==> config.mk <==
export PLATFORM = sky130hd
export DESIGN_NAME = memCtrl
export DESIGN_NICKNAME = d
export VERILOG_FILES = /design/src/hw/memPkg.sv /design/src/hw/cpuPkg.sv /design/src/hw/memCtrl.sv
export SDC_FILE = /design/constraint.sdc
export NUM_CORES = 1
export LEC_CHECK = 0
export ABC_AREA = 1
export ABC_CLOCK_PERIOD_IN_PS = 2500
export BUFFER_PORTS_ARGS = -buffer_cell sky130_fd_sc_hd__buf_2
export CAP_MARGIN = 10
export CORE_ASPECT_RATIO = 0.8
export CORE_MARGIN = 5
export CORE_UTILIZATION = 44
export DETAILED_ROUTE_END_ITERATION = 7
export PLACE_DENSITY = 0.77
export SYNTH_ARGS = -nofsm -noshare
export SYNTH_HDL_FRONTEND = slang
export SYNTH_SLANG_ARGS = --single-unit
==> constraint.sdc <==
create_clock -name clk -period 2.5 [get_ports clk]
set_input_delay 0.25 -clock clk [delete_from_list [all_inputs] [get_ports clk]]
set_output_delay 0.25 -clock clk [all_outputs]
set_load 0.02 [all_outputs]
==> src/hw/memPkg.sv <==
package memPkg;

    // byte-wide RAM, 64 KiB address space
    localparam int memAddrBits = 16;
    localparam int memByteBits = 8;

    typedef logic [memByteBits-1:0] memByte;

    typedef logic [memAddrBits-1:0] memAddr;

    // one RAM cycle as issued by the controller
    typedef struct packed {
        logic   we;
        memAddr addr;
        memByte wdata;
    } ramCmd;

    // idle command, used as the default drive value
    localparam ramCmd ramIdleCmd = '{we: 1'b0, addr: '0, wdata: '0};

endpackage

==> src/hw/cpuPkg.sv <==
package cpuPkg;

    localparam int addrBits = 16;
    localparam int dataBits = 32;

    // queue depths, also the starting credit count of each client
    localparam int fetchDepth = 2;
    localparam int dataDepth  = 4;

    typedef enum logic {
        opLoad,
        opStore
    } memOp;

    // byte count is 1, 2 or 4
    typedef enum logic [1:0] {
        sizeByte,
        sizeHalf,
        sizeWord
    } accSize;

    typedef struct packed {
        memOp                op;
        accSize              size;
        logic [addrBits-1:0] addr;
        logic [dataBits-1:0] wdata;
    } memReq;

    // valid is a single-cycle pulse; no back-pressure on responses
    typedef struct packed {
        logic                valid;
        logic [dataBits-1:0] rdata;
    } memResp;

endpackage

==> src/hw/memCtrl.sv <==
`timescale 1ns/100ps

module memCtrl (
    input  logic           clk,
    input  logic           rst,
    input  logic           ioFull,
    input  cpuPkg::memReq  fetchHead,
    input  cpuPkg::memReq  dataHead,
    input  logic           fetchValid,
    input  logic           dataValid,
    output logic           fetchPop,
    output logic           dataPop,
    output memPkg::ramCmd  cmd,
    input  memPkg::memByte rdByte,
    output cpuPkg::memResp fetchResp,
    output cpuPkg::memResp dataResp
);

    typedef enum logic [1:0] {
        idle,
        fetchBusy,
        loadBusy,
        storeBusy
    } ctrlState;

    ctrlState state;

    // stage 0..n-1 drive byte addresses, stage n returns the response
    logic [2:0] stage;
    logic [2:0] lastStage;

    memPkg::memAddr              curAddr;
    memPkg::memAddr              byteAddr;
    cpuPkg::accSize              curSize;
    logic [cpuPkg::dataBits-1:0] curWdata;
    logic [cpuPkg::dataBits-1:0] asmReg;
    logic [cpuPkg::dataBits-1:0] rawWord;
    logic [cpuPkg::dataBits-1:0] fullWord;

    logic finalStage;
    logic readBusy;
    logic capture;

    assign readBusy   = (state == fetchBusy) || (state == loadBusy);
    assign finalStage = (state != idle) && (stage == lastStage);

    always_comb begin
        case (curSize)
            cpuPkg::sizeByte: lastStage = 3'd1;
            cpuPkg::sizeHalf: lastStage = 3'd2;
            default:          lastStage = 3'd4;
        endcase
    end

    // data port has priority over fetch
    assign dataPop  = (state == idle) && !ioFull && dataValid;
    assign fetchPop = (state == idle) && !ioFull && !dataValid && fetchValid;

    always_ff @(posedge clk) begin
        if (rst) begin
            state <= idle;
            stage <= '0;
        end else if (!ioFull) begin
            case (state)
                idle: begin
                    stage <= '0;
                    if (dataPop) begin
                        state <= (dataHead.op == cpuPkg::opStore) ? storeBusy : loadBusy;
                    end else if (fetchPop) begin
                        state <= fetchBusy;
                    end
                end
                default: begin
                    if (finalStage) begin
                        state <= idle;
                        stage <= '0;
                    end else begin
                        stage <= stage + 1'b1;
                    end
                end
            endcase
        end
    end

    // latched request fields
    always_ff @(posedge clk) begin
        if (dataPop) begin
            curAddr  <= dataHead.addr;
            curSize  <= dataHead.size;
            curWdata <= dataHead.wdata;
        end else if (fetchPop) begin
            curAddr  <= fetchHead.addr;
            curSize  <= cpuPkg::sizeWord;
            curWdata <= '0;
        end
    end

    // byte k-1 arrives while stage k is active
    assign capture = readBusy && (stage != '0) && !finalStage && !ioFull;

    always_ff @(posedge clk) begin
        if (dataPop || fetchPop) begin
            asmReg <= '0;
        end else if (capture) begin
            asmReg <= {rdByte, asmReg[cpuPkg::dataBits-1:8]};
        end
    end

    // a stall keeps the previous address so rdByte still holds the pending byte
    always_comb begin
        byteAddr = curAddr + memPkg::memAddr'(stage);
        if (ioFull && (stage != '0)) begin
            byteAddr = byteAddr - 1'b1;
        end
    end

    always_comb begin
        cmd       = memPkg::ramIdleCmd;
        cmd.addr  = byteAddr;
        cmd.we    = (state == storeBusy) && !finalStage && !ioFull;
        cmd.wdata = curWdata[stage[1:0]*8 +: 8];
    end

    // little-endian assembly, zero-extended for short loads
    assign rawWord = {rdByte, asmReg[cpuPkg::dataBits-1:8]};

    always_comb begin
        case (curSize)
            cpuPkg::sizeByte: fullWord = {24'b0, rawWord[31:24]};
            cpuPkg::sizeHalf: fullWord = {16'b0, rawWord[31:16]};
            default:          fullWord = rawWord;
        endcase
    end

    always_comb begin
        fetchResp.valid = (state == fetchBusy) && finalStage && !ioFull;
        fetchResp.rdata = fullWord;
        dataResp.valid  = ((state == loadBusy) || (state == storeBusy)) && finalStage && !ioFull;
        dataResp.rdata  = (state == loadBusy) ? fullWord : '0;
    end

    bothPopCheck: assert property (
        @(posedge clk) disable iff (rst)
        !(fetchPop && dataPop)
    );

    writeStateCheck: assert property (
        @(posedge clk) disable iff (rst)
        cmd.we |-> (state == storeBusy)
    );

    // response closes the access, controller is idle next cycle
    respStageCheck: assert property (
        @(posedge clk) disable iff (rst)
        (fetchResp.valid || dataResp.valid) |-> finalStage ##1 (state == idle)
    );

endmodule

==> results.toml <==
[floorplan]
coreArea_sq_um = 11000
start_util_pct = 45.6
fp-row-count = 34
dieArea_sq_um = 13700
die_h_um = 106
die_w_um = 129
pin_count = 208

[setup_path]
path_cells = "ha_4, inv_2, fa_2, buf_4, ha_4, nand3_4, nor2_4, nand3_2, nor2_2, nand3_1, nand2_1, inv_1, buf_4"
critical_path_buf_inv_count = 4
cp_num_cells = 13
critPathArrivalTime_ps = 2460
reg2regPathDepth = 8
cp-start-kind = "register"
crit_type = "reg2out"
critPathRequiredTime_ps = 2250
critPathMaxStageDelay_ps = 530
cp_max_fo = 3
critPathSlowestCell = "fa_2"
crit_path_end_kind = "primary output"
crit_family = "adder cells"

[status]
violations = "setup timing"
status = "finished, violations left"

[yosys]
synth_warnings = 0
avgSynthCellArea_sq_um = 7.22
ys_seq_elements = 79
synth_top_cell_by_area = "edfxtp_1"
netlist_area_sq_um = 5020
synth_fp_nets = 822
synth_area_leaders = "edfxtp_1 (30%), nand2_1 (12%), dfxtp_1 (12%)"
synthDistinctLibCells = 39
synth.top_cell.area_share_pct = 29.9
synthCells = 696
ys_seq_area_share_pct = 41.4

[layout]
drive_gt1_share_pct = 33.6
syn_to_final_growth_pct = 34.2
nFillCells = 990
finalNetCount = 1006
insertedDiodeCount = 0
layout_commonest_cell = "buf_2"
final_cell_area_sq_um = 6740
final_cell_mix = "buf_2 (159), nand2_1 (146), inv_1 (116)"

[clock_network]
cts_tree = "done"
h-tree-depth = 3
ctsLongestPathBuffers = 2
clockRootBuffer = "clkbuf_16"
clock_latency_ps = 340
clock-sinks = 79
clkTransAtPathRegs_ps = 60
cts_inserted_buffers = 9

[pwr]
p_per_area_nw_per_um2 = 546
vdd_drop_max_mv = 0.430
leakagePower_nw = 3.41
finalPower_mw = 3.68

[drt]
post_drt_wl_per_cell_um = 13.4
drt-initial-drc-count = 293
drcViolationCount = 0
met2_length_mm = 6.62
highest_layer = "met4"
wl_mm = 13.8
detail_route.vias_per_cell = 4.77
drt-met1-wl_mm = 6.23
num_vias = 4908
drtPass1Iterations = 4
ant_nets = 0
routed-wl-met3_um = 745

[placement]
io_buffers = 172
dpl_cell_area_sq_um = 6100
dp_worst_setup_slack_ps = -6.10
gp_congestion = 0.918
place.detailed.hpwl_mm = 10.2

[global_route]
grt_pass1_wl_mm = 21.9
grt_pass1_vias = 4470
gr-total-overflow = 0
grt_usage_pct = 19.7
grt_max_degree = 35
antenna_found_initial = 0

[timing]
tightest_slew_ps = 422
finClkSkew_ps = 5.46
relSlewSlack_pct = 71.9
setup_viol = 11
hold_violations = 0
rsz0062_at_grt = "yes"
finalCritPeriodShare_pct = 108
period_needed_ps = 2710
slew_violations = 0
worst_slack_ps = -212
hold_ws_ps = 141
fmax_ghz = 0.369

[min_path]
min_path_cells = 2
hp-class = "in2reg"

[job]
maxCapViolations = 0
state kept, by name (all words and copies together), names as in the netlist:
signal	count
curWdata	32
curSize	2
state	2
curAddr	16
stage	3
asmReg	24
layout make-up:
type                            instances  area [sq um]  area share, %
Timing Repair Buffer                  197          1100           16.3
Clock buffer                            9           225           3.34
Sequential cell                        79          2080           30.9
Inverter                              132           507           7.51
Tap cell                              144           180           2.67
Clock inverter                          7          78.8           1.17
Multi-Input combinational cell        461          2570           38.1
per-layer routing:
metal / global-route usage [%] / vias up
met2: 30.9 / 139
met4: 4.97 / 0
met1: 27.7 / 2204
met5: 0 / -
met3: 4.50 / 16
li1: - / 2549
cells by family after synthesis:
family	after synthesis	synth area share, %
XOR/XNOR	17	3.26
flip-flops	79	41.4
AO/OA/AOI/OAI	101	11.1
AND/OR/NAND/NOR	331	28.6
buffers and inverters	156	12.5
multiplexers	1	0.199
adder cells (fa/ha/maj)	11	2.89
through the flow:
| stage | TNS (ps) | utilization [%] | instances |
|---|---|---|---|
| after floorplan | -29.3 | - | 696 |
| after global placement | 0 | 55.3 | 1005 |
| after detailed placement | -9.14 | 55.3 | 1005 |
| after CTS | -2360 | 59.3 | 1025 |
| after global routing | -3050 | 61.2 | 1029 |
| final | -1670 | 61.2 | 1029 |
synth_stat cells:
| library cell | n |
|---|---|
| a21oi_1 | 30 |
| a21oi_2 | 1 |
| a22oi_1 | 3 |
| buf_1 | 1 |
| buf_2 | 4 |
| buf_6 | 4 |
| clkbuf_1 | 15 |
| clkinv_2 | 1 |
| dfxtp_1 | 29 |
| edfxtp_1 | 50 |
| fa_1 | 1 |
| ha_1 | 10 |
| inv_1 | 122 |
| inv_2 | 7 |
| inv_4 | 2 |
| mux2i_1 | 1 |
| nand2_1 | 162 |
| nand2_2 | 5 |
| nand2_4 | 2 |
| nand3_1 | 30 |
| nand3_2 | 2 |
| nand3b_1 | 5 |
| nand4_1 | 8 |
| nand4_4 | 1 |
| nor2_1 | 102 |
| nor2_2 | 6 |
| nor2_4 | 3 |
| nor2_8 | 1 |
| nor3_1 | 2 |
| o211ai_1 | 5 |
| o21ai_0 | 31 |
| o21ai_1 | 12 |
| o21ai_2 | 1 |
| o21bai_1 | 2 |
| o22ai_1 | 16 |
| or2_2 | 2 |
| xnor2_1 | 3 |
| xor2_1 | 12 |
| xor2_2 | 2 |
worst reg2reg max path, stage by stage (launching register included):
cell and delay [ps]:
edfxtp_1 460, buf_4 190, nor2_8 180, xor2_2 210, nand4_4 170, nand2_4 320
inv_4 170, o21ai_0 200, a21oi_1 70
final timing paths:
kind	from	end	slack, ps
hold / removal	rst	stage[0]$_SDFFE_PP0N_	140
setup / recovery	curAddr[0]$_DFFE_PP_	cmd[22]	-210
setup reg to reg	curSize[1]$_SDFFCE_PN1P_	asmReg[14]$_SDFFE_PP0P_	410
hold reg to reg	asmReg[18]$_SDFFE_PP0P_	asmReg[10]$_SDFFE_PP0P_	480
where the power goes:
part,internal (mW),total [mW],switching [mW]
clock network,0.785,1.32,0.540
logic,0.293,0.806,0.512
registers,1.49,1.55,0.0562
repair_timing:
action / 4_1_cts / 5_1_grt
pin swaps: 12 / 21
gates cloned: 0 / 0
endpoints found under the setup margin: 12 / 15
hold buffers: 0 / 0
buffers inserted: 4 / 4
resized for setup: 35 / 41
(Power assumes the default switching activity.)
