--- src/hw/cpuPkg.sv ---
package cpuPkg;

    localparam int addrBits = 16;
    localparam int dataBits = 32;

    // queue depths, also the starting credit count of each client
    localparam int fetchDepth = 2;
    localparam int dataDepth  = 4;

    typedef enum logic {
        opLoad,
        opStore
    } memOp;

    // byte count is 1, 2 or 4
    typedef enum logic [1:0] {
        sizeByte,
        sizeHalf,
        sizeWord
    } accSize;

    typedef struct packed {
        memOp                op;
        accSize              size;
        logic [addrBits-1:0] addr;
        logic [dataBits-1:0] wdata;
    } memReq;

    // valid is a single-cycle pulse; no back-pressure on responses
    typedef struct packed {
        logic                valid;
        logic [dataBits-1:0] rdata;
    } memResp;

endpackage

--- src/hw/reqQueue.sv ---
`timescale 1ns/100ps

module reqQueue #(
    parameter int depth = 2
) (
    input  logic          clk,
    input  logic          rst,
    input  logic          push,
    input  cpuPkg::memReq inReq,
    input  logic          pop,
    output cpuPkg::memReq head,
    output logic          notEmpty,
    output logic          creditRet
);

    localparam int ptrBits = (depth > 1) ? $clog2(depth) : 1;
    localparam int cntBits = $clog2(depth + 1);

    cpuPkg::memReq entries [depth];

    logic [ptrBits-1:0] wrPtr;
    logic [ptrBits-1:0] rdPtr;
    logic [cntBits-1:0] count;
    logic               full;

    assign full     = (count == cntBits'(depth));
    assign notEmpty = (count != '0);
    assign head     = entries[rdPtr];

    // payload storage, no reset
    always_ff @(posedge clk) begin
        if (push) begin
            entries[wrPtr] <= inReq;
        end
    end

    always_ff @(posedge clk) begin
        if (rst) begin
            wrPtr     <= '0;
            rdPtr     <= '0;
            count     <= '0;
            creditRet <= 1'b0;
        end else begin
            if (push) begin
                wrPtr <= (wrPtr == ptrBits'(depth - 1)) ? '0 : wrPtr + 1'b1;
            end
            if (pop) begin
                rdPtr <= (rdPtr == ptrBits'(depth - 1)) ? '0 : rdPtr + 1'b1;
            end
            case ({push, pop})
                2'b10:   count <= count + 1'b1;
                2'b01:   count <= count - 1'b1;
                default: count <= count;
            endcase
            // one credit back per entry handed to the controller
            creditRet <= pop;
        end
    end

    // client pushed without holding a credit
    pushFullCheck: assert property (
        @(posedge clk) disable iff (rst)
        !(push && full)
    );

    // controller took a head that was not there
    popEmptyCheck: assert property (
        @(posedge clk) disable iff (rst)
        pop |-> notEmpty
    );

endmodule

--- config.mk ---
export PLATFORM = sky130hd
export DESIGN_NAME = reqQueue
export DESIGN_NICKNAME = d
export VERILOG_FILES = /design/src/hw/cpuPkg.sv /design/src/hw/reqQueue.sv
export SDC_FILE = /design/constraint.sdc
export NUM_CORES = 1
export LEC_CHECK = 0
export BUFFER_PORTS_ARGS = -buffer_cell sky130_fd_sc_hd__buf_2
export CORE_MARGIN = 8
export CORE_UTILIZATION = 55
export DETAILED_ROUTE_END_ITERATION = 6
export GPL_TIMING_DRIVEN = 1
export PLACE_DENSITY = 0.8
export SYNTH_ARGS = -nofsm -noshare
export SYNTH_HDL_FRONTEND = slang
export SYNTH_SLANG_ARGS = --single-unit
export TNS_END_PERCENT = 50
--- constraint.sdc ---
create_clock -name clk -period 10.55 [get_ports clk]
set_input_delay 2.11 -clock clk [delete_from_list [all_inputs] [get_ports clk]]
set_output_delay 2.11 -clock clk [all_outputs]
set_load 0.03 [all_outputs]
==> results of run 1 <==
[metrics by stage]
step / cell area (sq um) / instances / setup slack (ns)
final: 4750 / 398 / 6.35
after global routing: 4750 / 398 / 6.21
after CTS: 4750 / 398 / 6.31
after detailed placement: 4550 / 382 / 6.72
after global placement: 4550 / 382 / 6.74
after floorplan: 3890 / 182 / 5.78
[layer usage]
metal	share of wire, %	track usage, %	vias to the layer above
li1	-	-	935
met4	1.8	5.81	2
met2	48	23.2	88
met5	0.14	0	-
met3	8.3	6.51	14
met1	42	16.8	966
[worst max-delay path: stages, from the launching register on]
cell     delay (ns)
dfxtp_2        0.68
buf_4          0.45
mux2_2         0.40
buf_2          0.19
[kinds of logic after synthesis]
group / share of synthesized area [%]
buf+inv: 0.868
flops: 81.8
mux: 14.8
compound gates: 0.257
simple gates: 1.13
xor+xnor: 0.900
fa+ha+maj: 0.321
[registers in the layout, summed over array words and instances (netlist names), named ones only]
signal / flops
entries: 102
count: 2
creditRet: 1
rdPtr: 1
wrPtr: 1
[cell usage in the layout, fill, tap and decap left out]
master       n
buf_2      107
edfxtp_1   102
mux2_2      51
clkbuf_8     9
dfxtp_1      5
nor2_1       4
xnor2_1      3
buf_4        3
inv_6        2
clkinv_4     2
and2_2       1
inv_1        1
or2_2        1
nor2_4       1
xor2_1       1
nor2b_1      1
o21ai_0      1
or3_1        1
a21oi_1      1
ha_1         1
dfxtp_2      1
bufinv_16    1
clkinv_1     1
clkinv_2     1
[synth_stat cells]
library cell	number
or3_1	1
or2_2	1
buf_2	6
nor2b_1	1
and2_1	1
nor2_1	5
inv_1	1
xnor2_1	3
ha_1	1
mux2_2	51
xor2_1	1
dfxtp_1	6
a21oi_1	1
edfxtp_1	102
o21ai_0	1
[path summary, 6_finish.rpt]
kind / to / slack (ns) / cells past startpoint
worst min-delay path: count[1] / 0.51 / 2
worst max register to register: entries[0][19] / 8.79 / 2
worst min register to register: count[1] / 0.51 / 2
worst max-delay path: head[21] / 6.35 / 3
[area by class of cell]
| class | count | share of cell area (%) |
|---|---|---|
| clock buffers | 9 | 2.61 |
| clock inverters | 7 | 1.55 |
| inverters | 1 | 0.0791 |
| multi-input cells | 67 | 14.4 |
| flip-flops and latches | 108 | 67.1 |
| well taps | 96 | 2.53 |
| repair buffers | 110 | 11.8 |
[power by group through the flow]
stage | logic, mW | clock network, mW | registers, mW
after floorplan | 0.0942 | 0 | 0.514
after global placement | 0.133 | 0 | 0.517
after detailed placement | 0.135 | 0 | 0.519
after CTS | 0.135 | 0.249 | 0.509
after global routing | 0.142 | 0.266 | 0.512
final | 0.133 | 0.244 | 0.508
==> results.json, run 1 <==
{
  "grt_pass1_vias": 2200,
  "whs_ns": 0.509,
  "synth_area_per_cell_sq_um": 21.4,
  "crit_path_end_kind": "output port",
  "yosys-top-cells-area": "edfxtp_1 (79%), mux2_2 (15%), dfxtp_1 (3.1%)",
  "grtUsageTotal_pct": 14.6,
  "maxSlewViolCount": 0,
  "pwr-share-clk_pct": 27.6,
  "antenna_cells": 0,
  "drt-total-wl_microns": 7060,
  "area_growth_pct": 22.0,
  "root_buffer": "clkbuf_8",
  "r2r-start": "wrPtr",
  "peakVddDrop_uv": 129,
  "cts_buffers": 9,
  "io_buffers": 107,
  "ys_types": 15,
  "cts_num_sinks": 108,
  "seqCellArea_sq_um": 3180,
  "die-area_sq_um": 10000,
  "cts_setup_buffers": 0,
  "hp-start": "count[1]",
  "layout-drive-gt1-share_pct": 59.6,
  "worstSetupStartpointType": "register",
  "syn_nets": 238,
  "timing.final.crit_period_ns": 4.20,
  "max-slew-margin-rel_pct": 55.0,
  "yosys.area.top_type": "edfxtp_1",
  "initial_core_util_pct": 57.0,
  "grt_start_max_net_pins": 41,
  "crit_type": "register to output port",
  "nets": 353,
  "route.vias.total": 2005,
  "powerDensity_nw_per_um2": 187,
  "cts_tree": "yes",
  "core_area_sq_um": 6830,
  "ys_seq_area_share_pct": 81.8,
  "clk_latency_ns": 0.36,
  "fin_crit_sh_pct": 39.8,
  "hold_class": "register to register",
  "maxCapViolCount": 0,
  "p_switching_mw": 0.229,
  "final_core_util_pct": 69.5,
  "drtIter0Drc": 79,
  "power_mw": 0.886,
  "setup_viol": 0,
  "multi_input_area_sq_um": 684,
  "grt_pass1_wl_microns": 11000,
  "p_int_mw": 0.657,
  "final-hold-violation-count": 0,
  "via_per_inst": 5.04,
  "cp_data_required_time_ns": 8.44,
  "gp_congestion": 0.704,
  "cts_max_level": 3,
  "grt_setup_unrepaired": "false",
  "cp.arrival_ns": 2.09,
  "drt-pass1-iter-count": 4,
  "status": "finished clean",
  "row_count": 30,
  "tightestPinTransition_ns": 0.673,
  "power_frac_comb_pct": 15.0,
  "clk_pin_slew_ns": 0.10,
  "dieHeight_microns": 100,
  "wire_per_inst_microns": 17.7,
  "nFillCells": 487,
  "p_seq_share_pct": 57.4,
  "synth_top_area_share_pct": 78.7,
  "die-width_microns": 100,
  "syn_area_sq_um": 3890,
  "fin_setup_tns_ns": 0,
  "drcViolationCount": 0,
  "syn_inst": 182,
  "yosysWarnings": 0,
  "hold_buffers": 0,
  "antenna_found_initial": 1,
  "maxClockFrequency_mhz": 238,
  "cts_resized": 0,
  "dp_hpwl_microns": 4980,
  "synth_seq_cells": 108,
  "io_pins": 108,
  "cellLeakagePower_nw": 1.79,
  "overflow": 0,
  "fin_worst_skew_ns": 0.00962,
  "ant_nets": 0,
  "cts_buffer_depth": 2,
  "swShare_pct": 25.8,
  "path_max_fanout": 29
}
Power figures use the tool's default switching activity.
==> inputs of run 2 (changes only) <==
--- a/config.mk
+++ b/config.mk
@@ -7,10 +7,10 @@
 export LEC_CHECK = 0
 export BUFFER_PORTS_ARGS = -buffer_cell sky130_fd_sc_hd__buf_2
 export CORE_MARGIN = 8
-export CORE_UTILIZATION = 55
+export CORE_UTILIZATION = 51
 export DETAILED_ROUTE_END_ITERATION = 6
 export GPL_TIMING_DRIVEN = 1
-export PLACE_DENSITY = 0.8
+export PLACE_DENSITY = 0.75
 export SYNTH_ARGS = -nofsm -noshare
 export SYNTH_HDL_FRONTEND = slang
 export SYNTH_SLANG_ARGS = --single-unit
==> constraint.sdc (replaced) <==
create_clock -name clk -period 4.2 [get_ports clk]
set_input_delay 0.84 -clock clk [delete_from_list [all_inputs] [get_ports clk]]
set_output_delay 0.84 -clock clk [all_outputs]
set_load 0.03 [all_outputs]
==> results.json, run 2 (synthesis gave the netlist of run 1 again) <==
{
  "status": "finished clean",
  "drcViolationCount": 0,
  "crit_type": "register to output port",
  "cp_data_required_time_ns": 3.36,
  "final_cell_mix": "buf_2 (107), edfxtp_1 (102), mux2_2 (51)",
  "antenna_found_initial": 0,
  "row_count": 32,
  "grt_setup_unrepaired": "false",
  "overflow": 0,
  "cp_slowest_cell": "dfxtp_2",
  "clk_latency_ns": 0.35,
  "dieHeight_microns": 103,
  "whs_ns": 0.494,
  "fin_crit_sh_pct": 70.8,
  "wire_per_inst_microns": 16.9,
  "worstSetupStartpointType": "register",
  "ant_nets": 0,
  "route.vias.total": 1972,
  "via_per_inst": 4.88,
  "nets": 353,
  "tightestPinTransition_ns": 0.654,
  "hold_class": "register to register",
  "maxClockFrequency_mhz": 336,
  "final-hold-violation-count": 0,
  "io_buffers": 107,
  "maxSlewViolCount": 0,
  "setup_viol": 0,
  "crit_path_end_kind": "output port",
  "antenna_cells": 0,
  "drt-pass1-iter-count": 4,
  "grt_start_max_net_pins": 35,
  "hold_buffers": 0,
  "root_buffer": "clkbuf_8",
  "top_regs": "entries (102), count (2)",
  "drtIter0Drc": 68,
  "grt_pass1_vias": 2162,
  "area_growth_pct": 22.8,
  "core_area_sq_um": 7570,
  "cp.arrival_ns": 2.13,
  "path_cells": "buf_4 > mux2_2 > buf_2",
  "cts_num_sinks": 108,
  "top_register": "entries",
  "cts_buffers": 9,
  "fin_setup_tns_ns": 0,
  "path_max_fanout": 28,
  "cts_max_level": 3,
  "cts_buffer_depth": 2,
  "cts_tree": "yes",
  "io_pins": 108,
  "grt_pass1_wl_microns": 10100,
  "maxCapViolCount": 0,
  "timing.final.crit_period_ns": 2.97,
  "grtUsageTotal_pct": 12.9,
  "fin_worst_skew_ns": 0.00759,
  "largest_reg_flops": 102,
  "cellLeakagePower_nw": 1.80,
  "drt-total-wl_microns": 6810,
  "max_stage_delay_ns": 0.76,
  "clk_pin_slew_ns": 0.09,
  "powerDensity_nw_per_um2": 477,
  "initial_core_util_pct": 51.4,
  "die-area_sq_um": 10700,
  "max-slew-margin-rel_pct": 56.4,
  "gp_congestion": 0.715,
  "final_common_cell": "buf_2",
  "cts_setup_buffers": 0,
  "cts_resized": 0,
  "path_delay_family": "flip-flops",
  "die-width_microns": 103,
  "peakVddDrop_uv": 277,
  "layout-drive-gt1-share_pct": 59.6,
  "path_buf_inv": 2,
  "dp_hpwl_microns": 4730
}
==> run 2: cell count changes in the layout (fill, tap and decap cells not counted) <==
cell	change
clkinv_1	-1
clkbuf_1	+1
clkinv_2	-1
bufinv_16	+1
==> run 2: area by class of cell <==
| class | instances | area, sq um |
|---|---|---|
| timing repair buffer | 110 | 558 |
| tap | 102 | 128 |
| fill | 569 | 2790 |
| multi-input combinational | 67 | 684 |
| clock inverter | 6 | 95.1 |
| clock buffer | 10 | 128 |
| inverter | 1 | 3.75 |
| sequential | 108 | 3180 |
==> run 2: report_power, final <==
| group | switching [mW] | internal (mW) |
|---|---|---|
| Combinational | 0.210 | 0.120 |
| Sequential | 0.0260 | 1.25 |
| Clock | 0.332 | 0.343 |
==> run 2: through the flow <==
step	cell area, sq um	cells	utilization, %	setup slack, ns	power (mW)
2_1_floorplan	3890	182	-	0.700	1.53
3_3_place_gp	4560	388	60.2	1.56	1.63
6_report	4780	404	63.2	1.23	2.28
4_1_cts	4780	404	63.2	1.13	2.31
5_1_grt	4780	404	63.2	1.08	2.37
3_5_place_dp	4560	388	60.2	1.54	1.64
==> run 2: worst paths after layout <==
path / from / endpoint / slack [ns] / cells after the start
worst max-delay path: register / head[50] / 1.23 / 3
worst max register to register: wrPtr / entries[1][47] / 2.37 / 2
worst min-delay path: count[1] / count[1] / 0.49 / 2
worst min register to register: count[1] / count[1] / 0.49 / 2
==> run 2: worst register-to-register path, delay by kind of cell, from the launching register on <==
kind	cells	cell delay [ns]
DFF	1	0.43
and+or+nand+nor	1	0.61
buffers and inverters	1	0.46
==> run 2: layer usage <==
metal	share of wire, %	track usage (%)	up-vias
li1	-	-	943
met1	38	13.4	952
met2	52	22.3	65
met3	7.4	4.22	12
met4	2.4	7.23	0
met5	0	0	-
==> inputs of run 3 (changes only) <==
==> constraint.sdc (replaced) <==
create_clock -name clk -period 3.07 [get_ports clk]
set_input_delay 0.614 -clock clk [delete_from_list [all_inputs] [get_ports clk]]
set_output_delay 0.614 -clock clk [all_outputs]
set_load 0.03 [all_outputs]
==> results.json, run 3 (synthesis gave the netlist of run 1 again) <==
{
  "cts_num_sinks": 108,
  "path_cells": "buf_12 > mux2_2 > buf_2",
  "setup_viol": 0,
  "io_buffers": 107,
  "dieHeight_microns": 103,
  "cts_max_level": 3,
  "cts_buffer_depth": 2,
  "holdPathEnd": "entries[1][19]",
  "nets": 353,
  "die-area_sq_um": 10700,
  "antenna_found_initial": 0,
  "gp_congestion": 0.719,
  "drcViolationCount": 0,
  "r2r_slack_ns": 1.56,
  "top_register": "entries",
  "ant_nets": 0,
  "path_max_fanout": 31,
  "crit_type": "register to output port",
  "grt_pass1_wl_microns": 10400,
  "grt_start_max_net_pins": 35,
  "hp-start": "inReq[19]",
  "layout-drive-gt1-share_pct": 59.6,
  "drt-pass1-iter-count": 4,
  "cts_setup_buffers": 0,
  "final-hold-violation-count": 0,
  "drtIter0Drc": 91,
  "overflow": 0,
  "post_dp_cell_area_sq_um": 4600,
  "design_area_sq_um": 4810,
  "die-width_microns": 103,
  "r2r_cells": 2,
  "cts_tree": "yes",
  "hold_buffers": 0,
  "area_growth_pct": 23.6,
  "final_common_cell": "buf_2",
  "r2r-start": "wrPtr",
  "io_pins": 108,
  "clk_pin_slew_ns": 0.10,
  "drt-total-wl_microns": 7010,
  "max-slew-margin-rel_pct": 62.2,
  "largest_reg_flops": 102,
  "r2r-end": "entries[1][5]",
  "wire_per_inst_microns": 17.4,
  "via_per_inst": 4.88,
  "holdPathStages": 1,
  "grtUsageTotal_pct": 13.3,
  "core_area_sq_um": 7570,
  "route.vias.total": 1971,
  "maxSlewViolCount": 0,
  "grt_setup_unrepaired": "false",
  "fin_setup_tns_ns": 0,
  "fin_cells": 404,
  "crit_path_end_kind": "output port",
  "cp_data_required_time_ns": 2.46,
  "setup_ws_ns": 0.593,
  "dp_hpwl_microns": 4880,
  "fin_crit_sh_pct": 80.7,
  "worstSetupStartpointType": "register",
  "cts_resized": 0,
  "peakVddDrop_uv": 342,
  "status": "finished clean",
  "placed_cells": 388,
  "post-place-ws_ns": 0.929,
  "top_regs": "entries (102), count (2)",
  "final_cell_mix": "buf_2 (107), edfxtp_1 (102), mux2_2 (51)",
  "nFillCells": 558,
  "grt_pass1_vias": 2113,
  "max_stage_delay_ns": 0.68,
  "antenna_cells": 0,
  "maxCapViolCount": 0,
  "powerDensity_nw_per_um2": 647,
  "timing.final.crit_period_ns": 2.48,
  "cellLeakagePower_nw": 1.79,
  "cts_buffers": 9,
  "cp_slowest_cell": "dfxtp_2",
  "fin_worst_skew_ns": 0.00663,
  "clk_latency_ns": 0.35,
  "root_buffer": "clkbuf_8",
  "cp.arrival_ns": 1.86,
  "maxClockFrequency_mhz": 404,
  "hold_class": "input pin to register",
  "row_count": 32,
  "initial_core_util_pct": 51.4,
  "tightestPinTransition_ns": 0.566
}
run 3: changes by cell type in the layout (fill, tap and decap cells not counted), sizes merged:
cell / previous run / this run
clkinvlp: 0 / 3
clkbuf: 10 / 9
inv: 3 / 1
run 3: layout make-up:
| cell class | count | area [sq um] | share of cell area, % |
|---|---|---|---|
| Inverter | 1 | 3.75 | 0.0780 |
| Sequential cell | 108 | 3180 | 66.2 |
| Multi-Input combinational cell | 67 | 684 | 14.2 |
| Clock inverter | 7 | 91.3 | 1.90 |
| Clock buffer | 9 | 124 | 2.57 |
| Tap cell | 102 | 128 | 2.65 |
| Timing Repair Buffer | 110 | 596 | 12.4 |
run 3: report_power, final:
group / internal [mW] / switching [mW]
combinational: 0.173 / 0.295
sequential: 1.71 / 0.0327
clock: 0.455 / 0.446
run 3: how the worst max path moves through the flow:
stage / cells past startpoint / end
finish: 3 / head[38]
global route: 3 / head[38]
CTS: 3 / head[38]
detailed placement: 3 / head[38]
global placement: 3 / head[3]
floorplan: 2 / entries[0][0]
run 3: layer usage:
| layer | wire length (microns) | up-vias | track usage (%) |
|---|---|---|---|
| met1 | 2850 | 956 | 15.4 |
| met5 | 0 | - | 0 |
| li1 | - | 934 | - |
| met3 | 609 | 10 | 4.28 |
| met4 | 106 | 0 | 6.01 |
| met2 | 3450 | 71 | 22.0 |
run 3: worst max-delay path: cells and delay by family, from the launching register on:
family / cells / cell delay (ns)
buf+inv: 2 / 0.45
flops: 1 / 0.68
mux: 1 / 0.37
run 3: through the flow:
step | utilization (%) | total power, mW | hold WS (ns)
3_3_place_gp | 60.7 | 2.24 | 0.465
3_5_place_dp | 60.7 | 2.26 | 0.519
6_report | 63.6 | 3.11 | 0.441
4_1_cts | 63.6 | 3.15 | 0.425
2_1_floorplan | - | 2.09 | 0.447
5_1_grt | 63.6 | 3.22 | 0.420
